===== src/icb_pkg.sv =====
/*
 * ICB bus merge shared definitions
 * bus widths, buffer depths, the outstanding limit and the
 * packed command and response payloads used on every channel
 */
package icb_pkg;

  // memory port widths
  localparam int ICB_AW = 16;
  localparam int ICB_DW = 64;
  localparam int ICB_MW = ICB_DW / 8;   // one mask bit per byte

  localparam int ICB_REQ_NUM = 2;

  // buffering
  localparam int CMD_FIFO_DP = 2;
  localparam int RSP_FIFO_DP = 2;
  localparam int OUTS_DP     = 4;       // commands in flight before responses

  // command channel payload
  typedef struct packed {
    logic              read;
    logic [ICB_AW-1:0] addr;
    logic [ICB_DW-1:0] wdata;
    logic [ICB_MW-1:0] wmask;
    logic [2:0]        size;   // log2 of transfer bytes
  } icb_cmd_t;

  // response channel payload
  typedef struct packed {
    logic              err;
    logic [ICB_DW-1:0] rdata;
  } icb_rsp_t;

  // requester index carried with each issued command
  typedef logic [$clog2(ICB_REQ_NUM)-1:0] req_id_t;

endpackage


===== src/icb_bus_2to1.sv =====
/*
 * ICB 2-to-1 bus merge
 * round-robin arbitration of two requesters onto one memory
 * port, with command and response buffering and in-order
 * routing of responses back to the issuing requester
 */
module icb_bus_2to1 (
  input  logic                            i_clk,
  input  logic                            i_rst_n,
  // requester side
  input  logic [icb_pkg::ICB_REQ_NUM-1:0] i_req_cmd_valid,
  output logic [icb_pkg::ICB_REQ_NUM-1:0] o_req_cmd_ready,
  input  icb_pkg::icb_cmd_t               i_req_cmd [icb_pkg::ICB_REQ_NUM],
  output logic [icb_pkg::ICB_REQ_NUM-1:0] o_req_rsp_valid,
  input  logic [icb_pkg::ICB_REQ_NUM-1:0] i_req_rsp_ready,
  output icb_pkg::icb_rsp_t               o_req_rsp,
  // memory side
  output logic                            o_icb_cmd_valid,
  input  logic                            i_icb_cmd_ready,
  output icb_pkg::icb_cmd_t               o_icb_cmd,
  input  logic                            i_icb_rsp_valid,
  output logic                            o_icb_rsp_ready,
  input  icb_pkg::icb_rsp_t               i_icb_rsp
);

  logic              arbt_cmd_valid;
  logic              arbt_cmd_ready;
  icb_pkg::icb_cmd_t arbt_cmd;
  logic              outs_push;
  icb_pkg::req_id_t  outs_push_id;
  logic              outs_full;
  logic              buf_rsp_valid;
  logic              buf_rsp_ready;
  icb_pkg::icb_rsp_t buf_rsp;

  icb_rr_arbiter u_icb_arbt (
    .i_clk       (i_clk),
    .i_rst_n     (i_rst_n),
    .i_req_valid (i_req_cmd_valid),
    .o_req_ready (o_req_cmd_ready),
    .i_req_cmd   (i_req_cmd),
    .o_out_valid (arbt_cmd_valid),
    .i_out_ready (arbt_cmd_ready),
    .o_out_cmd   (arbt_cmd),
    .i_outs_full (outs_full),
    .o_push      (outs_push),
    .o_push_id   (outs_push_id)
  );

  icb_fifo #(
    .DEPTH     (icb_pkg::CMD_FIFO_DP),
    .payload_t (icb_pkg::icb_cmd_t)
  ) u_cmd_fifo (
    .i_clk   (i_clk),
    .i_rst_n (i_rst_n),
    .i_valid (arbt_cmd_valid),
    .o_ready (arbt_cmd_ready),
    .i_data  (arbt_cmd),
    .o_valid (o_icb_cmd_valid),
    .i_ready (i_icb_cmd_ready),
    .o_data  (o_icb_cmd)
  );

  icb_fifo #(
    .DEPTH     (icb_pkg::RSP_FIFO_DP),
    .payload_t (icb_pkg::icb_rsp_t)
  ) u_rsp_fifo (
    .i_clk   (i_clk),
    .i_rst_n (i_rst_n),
    .i_valid (i_icb_rsp_valid),
    .o_ready (o_icb_rsp_ready),
    .i_data  (i_icb_rsp),
    .o_valid (buf_rsp_valid),
    .i_ready (buf_rsp_ready),
    .o_data  (buf_rsp)
  );

  icb_rsp_router u_rsp_router (
    .i_clk           (i_clk),
    .i_rst_n         (i_rst_n),
    .i_push          (outs_push),
    .i_push_id       (outs_push_id),
    .o_outs_full     (outs_full),
    .i_rsp_valid     (buf_rsp_valid),
    .o_rsp_ready     (buf_rsp_ready),
    .i_rsp           (buf_rsp),
    .o_req_rsp_valid (o_req_rsp_valid),
    .i_req_rsp_ready (i_req_rsp_ready),
    .o_req_rsp       (o_req_rsp)
  );

endmodule


===== src/icb_fifo.sv =====
/*
 * ICB channel buffer
 * registered circular FIFO with valid/ready on both sides,
 * payload type set per instance (command or response)
 */
module icb_fifo #(
  parameter int  DEPTH     = 2,
  parameter type payload_t = logic
) (
  input  logic     i_clk,
  input  logic     i_rst_n,
  input  logic     i_valid,
  output logic     o_ready,
  input  payload_t i_data,
  output logic     o_valid,
  input  logic     i_ready,
  output payload_t o_data
);

  typedef logic [$clog2(DEPTH)-1:0]   ptr_t;
  typedef logic [$clog2(DEPTH+1)-1:0] cnt_t;

  payload_t mem [DEPTH];
  ptr_t     wr_ptr;
  ptr_t     rd_ptr;
  cnt_t     cnt;
  cnt_t     cnt_nxt;
  logic     rdy_q;
  logic     push;
  logic     pop;

  function automatic ptr_t ptr_inc(input ptr_t p);
    return (p == ptr_t'(DEPTH - 1)) ? '0 : p + 1'b1;
  endfunction

  assign push    = i_valid & rdy_q;
  assign pop     = o_valid & i_ready;
  assign cnt_nxt = cnt + cnt_t'(push) - cnt_t'(pop);

  assign o_ready = rdy_q;           // registered, low through reset
  assign o_valid = (cnt != '0);
  assign o_data  = mem[rd_ptr];

  always_ff @(posedge i_clk) begin
    if (push) begin
      mem[wr_ptr] <= i_data;
    end
  end

  always_ff @(posedge i_clk or negedge i_rst_n) begin
    if (!i_rst_n) begin
      wr_ptr <= '0;
      rd_ptr <= '0;
      cnt    <= '0;
      rdy_q  <= 1'b0;
    end else begin
      if (push) wr_ptr <= ptr_inc(wr_ptr);
      if (pop)  rd_ptr <= ptr_inc(rd_ptr);
      cnt   <= cnt_nxt;
      rdy_q <= (cnt_nxt != cnt_t'(DEPTH));  // drop once full
    end
  end

endmodule


===== src/icb_rr_arbiter.sv =====
/*
 * ICB round-robin arbiter
 * picks one of two command requesters, alternating when both
 * are valid, muxes the granted command onto one channel and
 * reports each accepted grant to the response router
 */
module icb_rr_arbiter (
  input  logic                                i_clk,
  input  logic                                i_rst_n,
  input  logic [icb_pkg::ICB_REQ_NUM-1:0]     i_req_valid,
  output logic [icb_pkg::ICB_REQ_NUM-1:0]     o_req_ready,
  input  icb_pkg::icb_cmd_t                   i_req_cmd [icb_pkg::ICB_REQ_NUM],
  output logic                                o_out_valid,
  input  logic                                i_out_ready,
  output icb_pkg::icb_cmd_t                   o_out_cmd,
  input  logic                                i_outs_full,
  output logic                                o_push,
  output icb_pkg::req_id_t                    o_push_id
);

  icb_pkg::req_id_t last_q;      // requester granted last
  icb_pkg::req_id_t lock_id_q;
  logic             lock_q;      // offered but not yet taken
  icb_pkg::req_id_t gnt_id;

  always_comb begin
    if (lock_q) begin
      gnt_id = lock_id_q;                       // keep a pending grant
    end else if (&i_req_valid) begin
      gnt_id = ~last_q;                         // both valid, take turns
    end else begin
      gnt_id = icb_pkg::req_id_t'(i_req_valid[1]);
    end
  end

  assign o_out_valid = i_req_valid[gnt_id] & ~i_outs_full;
  assign o_out_cmd   = i_req_cmd[gnt_id];
  assign o_push      = o_out_valid & i_out_ready;
  assign o_push_id   = gnt_id;

  always_comb begin
    for (int n = 0; n < icb_pkg::ICB_REQ_NUM; n++) begin
      o_req_ready[n] = i_req_valid[n] & (gnt_id == icb_pkg::req_id_t'(n))
                     & i_out_ready & ~i_outs_full;
    end
  end

  always_ff @(posedge i_clk or negedge i_rst_n) begin
    if (!i_rst_n) begin
      last_q    <= icb_pkg::req_id_t'(1);  // so requester 0 wins first
      lock_q    <= 1'b0;
      lock_id_q <= '0;
    end else begin
      if (o_push) begin
        last_q <= gnt_id;
      end
      lock_q    <= o_out_valid & ~i_out_ready;
      lock_id_q <= gnt_id;
    end
  end

endmodule


===== src/icb_rsp_router.sv =====
/*
 * ICB response router
 * queues the requester ID of every issued command and steers
 * each buffered response to the requester at the queue head,
 * flags when the outstanding limit is reached
 */
module icb_rsp_router (
  input  logic                            i_clk,
  input  logic                            i_rst_n,
  input  logic                            i_push,
  input  icb_pkg::req_id_t                i_push_id,
  output logic                            o_outs_full,
  input  logic                            i_rsp_valid,
  output logic                            o_rsp_ready,
  input  icb_pkg::icb_rsp_t               i_rsp,
  output logic [icb_pkg::ICB_REQ_NUM-1:0] o_req_rsp_valid,
  input  logic [icb_pkg::ICB_REQ_NUM-1:0] i_req_rsp_ready,
  output icb_pkg::icb_rsp_t               o_req_rsp
);

  typedef logic [$clog2(icb_pkg::OUTS_DP)-1:0]   optr_t;
  typedef logic [$clog2(icb_pkg::OUTS_DP+1)-1:0] ocnt_t;

  icb_pkg::req_id_t id_mem [icb_pkg::OUTS_DP];
  optr_t            wr_ptr;
  optr_t            rd_ptr;
  ocnt_t            cnt;
  logic             not_empty;
  icb_pkg::req_id_t head_id;
  logic             pop;

  function automatic optr_t optr_inc(input optr_t p);
    return (p == optr_t'(icb_pkg::OUTS_DP - 1)) ? '0 : p + optr_t'(1);
  endfunction

  assign not_empty   = (cnt != '0);
  assign head_id     = id_mem[rd_ptr];
  assign o_outs_full = (cnt == ocnt_t'(icb_pkg::OUTS_DP));
  assign o_req_rsp   = i_rsp;   // payload shared, valids select the owner
  assign o_rsp_ready = not_empty & i_req_rsp_ready[head_id];
  assign pop         = i_rsp_valid & o_rsp_ready;

  always_comb begin
    for (int n = 0; n < icb_pkg::ICB_REQ_NUM; n++) begin
      o_req_rsp_valid[n] = i_rsp_valid & not_empty
                         & (head_id == icb_pkg::req_id_t'(n));
    end
  end

  always_ff @(posedge i_clk) begin
    if (i_push) id_mem[wr_ptr] <= i_push_id;
  end

  always_ff @(posedge i_clk or negedge i_rst_n) begin
    if (!i_rst_n) begin
      wr_ptr <= '0;
      rd_ptr <= '0;
      cnt    <= '0;
    end else begin
      if (i_push) wr_ptr <= optr_inc(wr_ptr);
      if (pop)    rd_ptr <= optr_inc(rd_ptr);
      cnt <= cnt + ocnt_t'(i_push) - ocnt_t'(pop);
    end
  end

endmodule


===== config.mk =====
export PLATFORM = sky130hd
export DESIGN_NAME = icb_bus_2to1
export DESIGN_NICKNAME = d
export VERILOG_FILES = /design/src/icb_pkg.sv /design/src/icb_bus_2to1.sv /design/src/icb_fifo.sv /design/src/icb_rr_arbiter.sv /design/src/icb_rsp_router.sv
export SDC_FILE = /design/constraint.sdc
export NUM_CORES = 1
export LEC_CHECK = 0
export BUFFER_PORTS_ARGS = -buffer_cell sky130_fd_sc_hd__buf_2
export CAP_MARGIN = 15
export CORE_AREA = 2 2 165 167
export DETAILED_ROUTE_END_ITERATION = 7
export DIE_AREA = 0 0 167 169
export HOLD_SLACK_MARGIN = 0.15
export PLACE_DENSITY = 0.86
export SLEW_MARGIN = 20
export SYNTH_ARGS = -nofsm -noshare
export SYNTH_HDL_FRONTEND = slang
export SYNTH_SLANG_ARGS = --single-unit

===== constraint.sdc =====
create_clock -name i_clk -period 11.4 [get_ports i_clk]
set_clock_uncertainty 0.15 [all_clocks]
set_input_delay 2.28 -clock i_clk [delete_from_list [all_inputs] [get_ports i_clk]]
set_output_delay 2.28 -clock i_clk [all_outputs]
set_load 0.03 [all_outputs]

## After elaboration in Yosys (flattened, before gate mapping)

Memories as Yosys holds them, arrays and structs flattened.
Cells that the tools add are included.

- Logic and storage cells: 82
- RAM bits: 318
- Bits in registers: 20
- Memories: 3
- Input bits: 257

- Multiplexer cells: 19
- Reductions and logical operators: 4
- Eq/ne operators: 5
- Add/sub/neg operators: 12
- Order comparisons: 3
- Bitwise operators: 22

Memory list:

| name | words | bits a word | read ports | clocked after Yosys merged registers in | write ports | RTL line | RTL |
|---|---|---|---|---|---|---|---|
| u_cmd_fifo.mem | 2 | 92 | 1 | 0 | 1 | icb_fifo.sv:23 | `payload_t mem [DEPTH];` |
| u_rsp_fifo.mem | 2 | 65 | 1 | 0 | 1 | icb_fifo.sv:23 |  |
| u_rsp_router.id_mem | 4 | 1 | 1 | 0 | 1 | icb_rsp_router.sv:24 | `icb_pkg::req_id_t id_mem [icb_pkg::OUTS_DP];` |

Operator list:

| operator | number |
|---|---|
| 2-to-1 mux 92 bit | 3 |
| AND 1 bit | 16 |
| 2-to-1 mux 1 bit | 14 |
| inverter 1 bit | 5 |
| adder 1 bit, second input constant | 4 |
| adder 2 x 1 -> 2 bit | 2 |
| adder 2 x 1 -> 2 bit, second input constant | 2 |
| == test 2 bit, second input constant | 2 |
| < comparator 1 x 2 -> 1 bit, second input constant | 2 |
| 2-to-1 mux 2 bit | 2 |
| inequality test 2 bit, second input constant | 2 |
| nonzero test 2 bit | 2 |
| subtractor 2 x 1 -> 2 bit | 2 |
| adder 3 x 1 -> 3 bit | 1 |
| == test 3 bit, second input constant | 1 |
| nonzero test 3 bit | 1 |
| subtractor 3 x 1 -> 3 bit | 1 |
| greater-or-equal comparator 2 bit, second input constant | 1 |
| inverter 1 -> 2 bit | 1 |
| AND reduction 2 bit | 1 |

## Longest topological paths before layout

Gate-level depths: netlist of the first run.

- Word-level depth: 10
- Gate-level depth with buffers: 9

## By module

From an unflattened synthesis of the first run, not the netlist that was laid out.

- Cell total of the unflattened synthesis: 768
- Area, all modules: 14968.1 µm²

By module, submodules not included:

| module | cells an instance | sequential area each (µm²) | area an instance (µm²) | instances |
|---|---|---|---|---|
| icb_fifo at u_cmd_fifo | 306 | 5650.4 | 7156.9 | 1 |
| icb_fifo at u_rsp_fifo | 226 | 4028.9 | 5117.4 | 1 |
| icb_rr_arbiter | 121 | 76.3 | 1595.3 | 1 |
| icb_rsp_router | 115 | 295.3 | 1098.6 | 1 |

## Least setup slack after synthesis of the first run

No wires, ideal clock.

- Path type: input to register
- Start point: input i_req_cmd_valid[0] (netlist name)
- End point: memory u_cmd_fifo.mem[0][0] (netlist name), enable pin
- Required time: 10.696 ns
- Data arrival time: 6.844 ns
- Path buffers: 0
- Slack: 3.851 ns
- Stages on the path: 3
- Path through: a21boi_0 > o2111a_1 > nor2b_1

- Longest elaborated chain between the ends: 9

RTL lines:

| what | RTL line | RTL |
|---|---|---|
| start: declaration | icb_bus_2to1.sv:11 | `input logic [icb_pkg::ICB_REQ_NUM-1:0] i_req_cmd_valid,` |
| AND reduction 2 bit | icb_rr_arbiter.sv:29 | `end else if (&i_req_valid) begin` |
| 2-to-1 mux 1 bit | icb_rr_arbiter.sv:29 |  |
| 2-to-1 mux 1 bit | icb_rr_arbiter.sv:27 | `if (lock_q) begin` |
| 2-to-1 mux 1 bit (implied by the code) * (2 in a row) | icb_rr_arbiter.sv:36 | `assign o_out_valid = i_req_valid[gnt_id] & ~i_outs_full;` |
| AND 1 bit * | icb_rr_arbiter.sv:36 |  |
| AND 1 bit * | icb_fifo.sv:36 | `assign push = i_valid & rdy_q;` |
| 2-to-1 mux 1 bit * | icb_fifo.sv:45 | `if (push) begin` |
| 2-to-1 mux 1 bit (implied by the code) * | icb_fifo.sv:46 | `mem[wr_ptr] <= i_data;` |
| end: declaration | icb_fifo.sv:23 |  |

Mark *: on every way between the ends. The rest lies on a longest branch, timed or not. The select of a mux whose other input is x is not followed.

## Worst setup path in the final report of the first run

- Start point: input i_req_cmd_valid[1] (netlist name)
- End point: output o_req_cmd_ready[1] (netlist name)

- Longest elaborated chain between the ends: 6

RTL lines:

| what | RTL line | RTL |
|---|---|---|
| AND reduction 2 bit | icb_rr_arbiter.sv:29 |  |
| 2-to-1 mux 1 bit * | icb_rr_arbiter.sv:29 |  |
| 2-to-1 mux 1 bit * | icb_rr_arbiter.sv:27 |  |
| named net outs_push_id | icb_bus_2to1.sv:30 | `icb_pkg::req_id_t outs_push_id;` |
| AND 1 bit * | icb_rr_arbiter.sv:43 | `o_req_ready[n] = i_req_valid[n] & (gnt_id == icb_pkg::req_id_t'(n))` |
| AND 1 bit * (2 in a row) | icb_rr_arbiter.sv:44 | `& i_out_ready & ~i_outs_full;` |
| end: declaration | icb_bus_2to1.sv:12 | `output logic [icb_pkg::ICB_REQ_NUM-1:0] o_req_cmd_ready,` |

The timed path passes the listed nets; every way through them passes the cells marked *.

==> results.yml, run 1 <==
drt:
  first_pass_iters: 4
  routed_wl_um: 30700
  vias: 7770
  ant_nets: 0
  drt-wirelength-per-cell_um: 20.5
  post-route-drc-count: 0
  viasPerCell: 5.19
  drt-initial-drc-count: 535
worst_setup_path:
  required_ns: 8.97
  critical-path-max-stage-delay_ns: 0.73
  critPathKind: "input port to output port"
  crit_chain: "buf_2, inv_1, a211oi_1, a21oi_4, inv_1, and3_1, buf_2"
  critPathSlowestCell: "a21oi_4"
  critPathMaxFanout: 28
  worstPathArrival_ns: 3.96
  start_kind: "input port"
  end_kind: "output port"
yosys:
  synthArstFlopShare: 0.0592
  yosysTopAreaCell: "edfxtp_1"
  synth.distinct_cells: 32
  synth_ff_type: "edfxtp_1"
  synth_area_mm2: 0.0136
  synth_cells: 692
  yosys_warnings: 0
  synth_nets: 959
  synth_area_per_cell_um2: 19.6
  synth_top_area_frac: 0.704
  seq_area_frac_synth: 0.741
  synth_edf_count: 318
  synth_area_leaders: "edfxtp_1 70%, mux2_2 21%, dfrtp_1 3.5%"
  synth-seq-cells: 338
timing:
  worst_hold_slack_ns: 0.311
  rsz0062_at_grt: "false"
  hold_violations: 0
  finalCritPeriodShare: 0.561
  finalSetupViolations: 0
  drv_slew: 0
  worst_slew_pin_slew_ns: 1.04
  max_clock_freq_mhz: 156
  timing.final.crit_period_ns: 6.39
  relSlewSlack: 0.307
  setup-tns-final_ns: 0
floorplan:
  num_io_pins: 420
  die_width_um: 167
  core_mm2: 0.0265
  initial_utilization: 0.512
  rows: 60
  die_area_mm2: 0.0282
  die_y_um: 169
global_routing:
  antenna_found_initial: 2
  grt_pass1_wl_um: 44800
  grt_pass1_vias: 8127
  gr-usage-all-layers: 0.208
  grt_max_degree: 77
  grt_overflow: 0
clock_network:
  cts_buffers: 36
  h-tree-depth: 2
  clk_pin_slew_ns: 0.06
  cts_tree: "built"
  clk_latency_ns: 0.50
  cts_sinks: 338
  cts_resized: 0
  hold_buffers: 0
  clk_path_buf_depth: 3
  root_buffer: "clkbuf_16"
  post_cts_buffers: 0
pwr:
  p_leak_uw: 0.00669
  p_per_area_mw_per_mm2: 301
  ir_drop_uv: 280
cells_and_area:
  syn_to_final_growth_pct: 26.6
  final_nets: 1395
  drive_above_1_share: 0.640
  multiInputGateArea_mm2: 0.00337
  layout_common_cells: "419 x buf_2, 318 x edfxtp_1, 249 x mux2_2"
  regArea_mm2: 0.0101
  fin_util: 0.648
  final_common_cell: "buf_2"
  fillCellCount: 1834
run_status:
  status: "finished, final reports clean"
placement:
  place_hpwl_um: 21500
  port-buffer-count: 419
  gp_congestion: 0.782
run:
  maxCapViolCount: 0
hold_path:
  min_path_type: "flop to flop"
Yosys cell counts (2+ instances only):
cell,instances
dfrtp_1,19
xnor2_1,9
xor2_1,3
a21oi_1,2
o21ai_0,3
or3b_2,2
edfxtp_1,318
buf_2,22
ha_1,9
and2_1,7
mux2_2,249
nand2_1,4
nand2b_1,2
inv_1,10
and3_1,2
clkbuf_1,6
nor2b_1,4
nor2_1,6
mux2_1,2
sequential cells by signal (all words and copies together) (netlist names):
signal                cells
u_rsp_fifo.o_ready        1
u_icb_arbt.lock_q         1
u_cmd_fifo.o_ready        1
u_rsp_router.rd_ptr       2
u_icb_arbt.last_q         1
u_cmd_fifo.rd_ptr         1
u_cmd_fifo.cnt            2
u_icb_arbt.lock_id_q      1
u_rsp_fifo.cnt            2
u_rsp_router.cnt          3
u_cmd_fifo.mem          184
u_rsp_fifo.rd_ptr         1
u_cmd_fifo.wr_ptr         1
u_rsp_router.id_mem       4
u_rsp_fifo.mem          130
u_rsp_router.wr_ptr       2
u_rsp_fifo.wr_ptr         1
stage by stage:
stage | cell area (um^2) | power (uW) | std cells | worst slack, ns
after floorplan | 13600 | 3530 | 692 | 3.85
after global placement | 16000 | 4060 | 1431 | 5.08
after detailed placement | 16000 | 4110 | 1431 | 4.98
after CTS | 17200 | 5220 | 1494 | 4.98
after global routing | 17200 | 5400 | 1495 | 4.83
final | 17200 | 5170 | 1496 | 5.01
layer usage:
| metal | track usage | vias up | wire [um] |
|---|---|---|---|
| li1 | - | 3571 | - |
| met4 | 0.0645 | 2 | 802 |
| met3 | 0.0629 | 53 | 2570 |
| met5 | 0 | - | 13 |
| met1 | 0.243 | 3782 | 11400 |
| met2 | 0.369 | 362 | 15900 |
final timing paths:
kind,start,to,slack (ns),depth (start not counted)
setup / recovery,i_req_cmd_valid[1],o_req_cmd_ready[1],5.01,7
max in group asynchronous,i_rst_n,u_cmd_fifo.rd_ptr,9.15,1
hold reg to reg,u_cmd_fifo.o_ready,u_icb_arbt.lock_q,0.31,1
setup reg to reg,u_icb_arbt.lock_q,u_cmd_fifo.mem[0][27],7.91,4
min in group asynchronous,i_rst_n,u_cmd_fifo.cnt[0],1.58,1
hold / removal,u_cmd_fifo.o_ready,u_icb_arbt.lock_q,0.31,1
layout make-up:
| cell class | instances | share of cell area |
|---|---|---|
| multi-input cells | 316 | 0.196 |
| flip-flops and latches | 338 | 0.586 |
| diodes | 2 | 0.000292 |
| repair buffers | 426 | 0.125 |
| inverters | 10 | 0.00219 |
| well taps | 341 | 0.0249 |
| clock inverters | 14 | 0.00685 |
| clock buffers | 49 | 0.0583 |
where the power goes:
| part | leakage, uW | internal, uW | switching (uW) |
|---|---|---|---|
| combinational | 0.00296 | 729 | 1360 |
| sequential | 0.00320 | 1870 | 124 |
| clock | 0.000539 | 642 | 450 |
kinds of logic (layout without fill, tap and decap cells):
logic type,Yosys count,count (layout),synth area share
DFF,338,338,0.741
muxes,253,253,0.211
adders and majority gates,10,10,0.00978
AOI/OAI and AO/OA,11,11,0.00563
buffers and inverters,38,499,0.0125
other,0,2,0
xor gates and xnor gates,12,12,0.00775
and+or+nand+nor,30,30,0.0125
worst max-delay path, delay by kind of cell:
family,cells,cell delay [ns]
buffers and inverters,4,0.63
AOI/OAI and AO/OA,2,0.79
and+or+nand+nor,1,0.26
No activity file was read; power rests on OpenSTA's default activity.
==> inputs of run 2 (changes only) <==
- CORE_AREA: 2 2 165 167 -> unset
- CORE_UTILIZATION: unset -> 46
- DIE_AREA: 0 0 167 169 -> unset
- PLACE_DENSITY: 0.86 -> 0.82
- clock period: 11.4 -> 5.8 ns (I/O delays scaled with it)
==> run 2 against run 1 <==
Compared with the run above: register-to-register slack got worse by 5.1 ns; clock power increased by 94%; critical path depth is 4 lower; die area rose by 6.9%; design area up 0.26%; critical endpoint is now o_icb_cmd[32]; largest power group unchanged.
==> results.yml, run 2 (synthesis gave the netlist of run 1 again) <==
clock_network:
  cts_buffers: 35
  cts_tree: "built"
  cts_sinks: 338
  post_cts_buffers: 0
  cts_resized: 0
  clk_latency_ns: 0.50
  hold_buffers: 0
  root_buffer: "clkbuf_16"
  clk_pin_slew_ns: 0.06
  clk_path_buf_depth: 3
  h-tree-depth: 2
floorplan:
  die_area_mm2: 0.0302
  rows: 62
  initial_utilization: 0.470
  die_y_um: 174
  num_io_pins: 420
  die_width_um: 174
  core_mm2: 0.0289
worst_setup_path:
  critical-path-max-stage-delay_ns: 0.94
  required_ns: 4.49
  critPathKind: "flop to output port"
  crit_chain: "buf_4, mux2_2, buf_2"
  worstPathArrival_ns: 2.66
  critPathMaxFanout: 56
  start_kind: "flop"
  end_kind: "output port"
  regToRegSetupSlack_ns: 2.83
  critPathSlowestCell: "dfrtp_4"
cells_and_area:
  fillCellCount: 2176
  final_common_cell: "buf_2"
  final_nets: 1396
  drive_above_1_share: 0.639
  largest_register_ffs: 184
  layout_common_cells: "419 x buf_2, 318 x edfxtp_1, 249 x mux2_2"
  regMostFlops: "u_cmd_fifo.mem"
  layout.cells.non_filler: 1538
  syn_to_final_growth_pct: 26.9
  reg.largest.list: "u_cmd_fifo.mem: 184 flops, u_rsp_fifo.mem: 130 flops, u_rsp_router.id_mem: 4 flops"
  post-route-cell-area_mm2: 0.0172
  diodes: 0
pwr:
  ir_drop_uv: 376
  power_uw: 10100
  p_per_area_mw_per_mm2: 589
  p_leak_uw: 0.00670
global_routing:
  grt_max_degree: 86
  gr-usage-all-layers: 0.197
  grt_overflow: 0
  grt_pass1_wl_um: 45200
  grt_pass1_vias: 8226
  antenna_found_initial: 2
drt:
  ant_nets: 0
  drt-wirelength-per-cell_um: 19.8
  post-route-drc-count: 0
  first_pass_iters: 4
  drt-initial-drc-count: 546
  vias: 7860
  viasPerCell: 5.11
  routed_wl_um: 30500
run:
  maxCapViolCount: 0
timing:
  hold_violations: 0
  worst_hold_slack_ns: 0.331
  finalSetupViolations: 0
  setup-tns-final_ns: 0
  timing.final.crit_period_ns: 3.97
  drv_slew: 0
  rsz0062_at_grt: "false"
  max_clock_freq_mhz: 252
  finalCritPeriodShare: 0.685
  relSlewSlack: 0.416
  worst_slew_pin_slew_ns: 0.876
placement:
  place_inst: 1476
  gp_congestion: 0.826
  port-buffer-count: 419
  place_hpwl_um: 21300
  postPlaceCellArea_mm2: 0.0161
hold_path:
  min_path_type: "flop to flop"
run_status:
  status: "finished, final reports clean"
[run 2: metrics by stage]
step,worst slack (ns),utilization
finish,1.83,0.596
global route,1.71,0.596
CTS,1.79,0.596
detailed placement,2.00,0.559
global placement,2.04,0.559
floorplan,1.13,-
[run 2: final cells by class]
type,count,area [um^2],area share
multi-input cells,316,3370,0.196
clock inverters,19,139,0.00807
repair buffers,428,2180,0.126
flip-flops and latches,338,10100,0.584
clock buffers,43,948,0.0551
inverters,10,37.5,0.00218
well taps,384,480,0.0279
[run 2: routing by layer]
metal / vias to the layer above / track usage / part of all wire
met5: - / 0 / 0.00072
met4: 4 / 0.0786 / 0.034
met3: 70 / 0.0592 / 0.086
met2: 389 / 0.350 / 0.51
met1: 3830 / 0.220 / 0.37
li1: 3567 / - / -
[run 2: final timing paths]
check / end / startpoint / cells past startpoint
hold reg to reg: u_icb_arbt.lock_q / u_cmd_fifo.o_ready / 1
hold / removal: u_icb_arbt.lock_q / u_cmd_fifo.o_ready / 1
max in group asynchronous: u_cmd_fifo.rd_ptr / i_rst_n / 1
setup reg to reg: u_cmd_fifo.mem[1][90] / u_icb_arbt.lock_q / 4
min in group asynchronous: u_icb_arbt.lock_id_q / i_rst_n / 1
setup / recovery: o_icb_cmd[32] / u_cmd_fifo.rd_ptr / 3
[run 2: report_power, final]
group	switching (uW)	internal (uW)
Sequential	326	3660
Clock	868	1250
Combinational	2590	1450
[run 2: critical path, delay by kind of cell, from the launching register on]
kind                   cells  cell delay, ns
buffers and inverters      2            0.76
muxes                      1            0.40
DFF                        1            0.94
==> inputs of run 3 (changes only) <==
- ABC_AREA: unset -> 1
- CORE_UTILIZATION: 46 -> 47
- PLACE_DENSITY: 0.82 -> 0.83
- clock period: 5.8 -> 3.2 ns (I/O delays scaled with it)
==> run 3 against run 2 <==
Compared with the run above: wire length is 7.1% higher; largest cell class unchanged; global-route usage is 1.7 points higher; synthesized area is 1.9% higher; critical path depth is 1 higher; hold slack worse by 0.15 ns; first-iteration DRC count is 40% higher; via count is 29% higher; flip-flop and latch count stayed put; combinational power is 92% higher; largest power group unchanged.
==> results.yml, run 3 <==
cells_and_area:
  regMostFlops: "u_cmd_fifo.mem"
  final_nets: 1946
  layout_common_cells: "771 x nand2_1, 419 x buf_2, 318 x edfxtp_1"
  layout.cells.non_filler: 2086
  syn_to_final_growth_pct: 26.4
  fin_util: 0.607
  reg.largest.list: "u_cmd_fifo.mem: 184 flops, u_rsp_fifo.mem: 130 flops, u_rsp_router.id_mem: 4 flops"
  final_common_cell: "nand2_1"
  drive_above_1_share: 0.296
  largest_register_ffs: 184
timing:
  worst_slew_pin_slew_ns: 0.987
  hold_violations: 0
  timing.final.crit_period_ns: 2.94
  finalSetupViolations: 0
  drv_slew: 0
  rsz0062_at_grt: "false"
  max_clock_freq_mhz: 340
  relSlewSlack: 0.342
  setup_slack_ns: 0.261
  finalCritPeriodShare: 0.918
global_routing:
  gr-usage-all-layers: 0.214
  grt_overflow: 0
  grt_pass1_wl_um: 50400
  grt_max_degree: 93
  grt_pass1_vias: 9830
  antenna_found_initial: 1
placement:
  gp_congestion: 0.926
  place_hpwl_um: 22600
  post-place-ws_ns: 0.486
  port-buffer-count: 419
  place_inst: 2025
drt:
  routed_wl_um: 32700
  first_pass_iters: 5
  viasPerCell: 4.86
  drt-initial-drc-count: 766
  vias: 10100
  post-route-drc-count: 0
  drt-wirelength-per-cell_um: 15.7
  ant_nets: 0
floorplan:
  die_y_um: 173
  num_io_pins: 420
  core_mm2: 0.0288
  initial_utilization: 0.480
  die_width_um: 173
  die_area_mm2: 0.0301
  rows: 62
yosys:
  synth_cells: 1262
  synth_top_area_frac: 0.691
  yosysTopAreaCell: "edfxtp_1"
  synth_area_mm2: 0.0138
  synth_area_per_cell_um2: 10.9
  synth_ff_type: "edfxtp_1"
  yosys_warnings: 0
  synth_edf_count: 318
  yosysMostFrequentCell: "nand2_1"
  synth-seq-cells: 338
  seq_area_frac_synth: 0.727
  synth_nets: 1529
  synthArstFlopShare: 0.0592
  synth_area_leaders: "edfxtp_1 69%, nand2_1 21%, dfrtp_1 3.4%"
  synthTopCellsByCount: "771 x nand2_1, 318 x edfxtp_1, 29 x inv_1"
  synth.distinct_cells: 30
worst_setup_path:
  start_kind: "flop"
  crit_chain: "buf_4, nand2_1, nand2_1, buf_2"
  end_kind: "output port"
  crit_top_cell: "nand2_1"
  critPathSlowestCell: "buf_4"
  critPathKind: "flop to output port"
  critical-path-max-stage-delay_ns: 0.73
  required_ns: 2.41
  critPathMaxFanout: 92
  worstPathArrival_ns: 2.15
clock_network:
  post_cts_buffers: 0
  clk_path_buf_depth: 3
  clk_latency_ns: 0.49
  cts_tree: "built"
  cts_sinks: 338
  hold_buffers: 1
  cts_resized: 0
  h-tree-depth: 2
  clk_pin_slew_ns: 0.06
  cts_buffers: 35
  root_buffer: "clkbuf_16"
pwr:
  p_leak_uw: 0.00814
  power_uw: 18200
  ir_drop_uv: 706
  p_per_area_mw_per_mm2: 1040
run:
  maxCapViolCount: 0
hold_path:
  min_path_type: "input port to flop"
run_status:
  status: "finished, final reports clean"
==> run 3: worst max-delay path: cells and delay by family (launching register included) <==
kind / cells / cell delay [ns]
buffers and inverters: 2 / 0.96
DFF: 1 / 0.36
and+or+nand+nor: 2 / 0.30
==> run 3: final timing paths <==
path / from / endpoint / cells after the start / slack (ns)
min reg2reg: u_cmd_fifo.o_ready / u_icb_arbt.lock_q / 1 / 0.27
min: i_icb_rsp[23] / u_rsp_fifo.mem[0][23] / 1 / 0.18
max reg2reg: u_rsp_router.rd_ptr[0] / u_rsp_router.cnt[1] / 10 / 0.70
max in group asynchronous: i_rst_n / u_cmd_fifo.rd_ptr / 2 / 2.05
min in group asynchronous: i_rst_n / u_rsp_fifo.o_ready / 2 / 0.49
max: u_cmd_fifo.rd_ptr / o_icb_cmd[17] / 4 / 0.26
==> run 3: layout make-up <==
type                    count  area (um^2)
diodes                      1         2.50
clock buffers              45          956
clock inverters            14          105
fillers                  2282        11300
inverters                  30          113
multi-input cells         839         3420
flip-flops and latches    338        10100
well taps                 384          480
repair buffers            435         2330
==> run 3: power by group <==
part | total (uW) | leakage (uW) | switching (uW) | internal (uW)
clock | 3760 | 0.000524 | 1560 | 2190
sequential | 6730 | 0.00318 | 368 | 6360
combinational | 7740 | 0.00443 | 5770 | 1970
==> run 3: metal layers <==
metal,up-vias,routed length [um],track usage
li1,4939,-,-
met1,4728,13000,0.266
met2,398,16600,0.373
met3,81,1970,0.0382
met4,0,1130,0.0815
met5,-,0,0
==> run 3: logic make-up (layout without fill, tap and decap cells) <==
group / Yosys count / in the layout / share of synthesized area
AO/OA/AOI/OAI: 8 / 8 / 0.00453
XOR/XNOR: 8 / 8 / 0.00507
adder cells (fa/ha/maj): 10 / 10 / 0.00960
buffers and inverters: 85 / 524 / 0.0279
flip-flops: 338 / 338 / 0.727
other: 0 / 1 / 0
AND/OR/NAND/NOR: 813 / 813 / 0.226
==> run 3: stage by stage <==
stage | hold WS [ns] | setup TNS, ns | area, um^2
2_1_floorplan | 0.194 | -119.33 | 13800
3_3_place_gp | 0.264 | 0 | 16400
3_5_place_dp | 0.274 | 0 | 16400
4_1_cts | 0.160 | 0 | 17500
5_1_grt | 0.160 | 0 | 17500
6_report | 0.182 | 0 | 17500
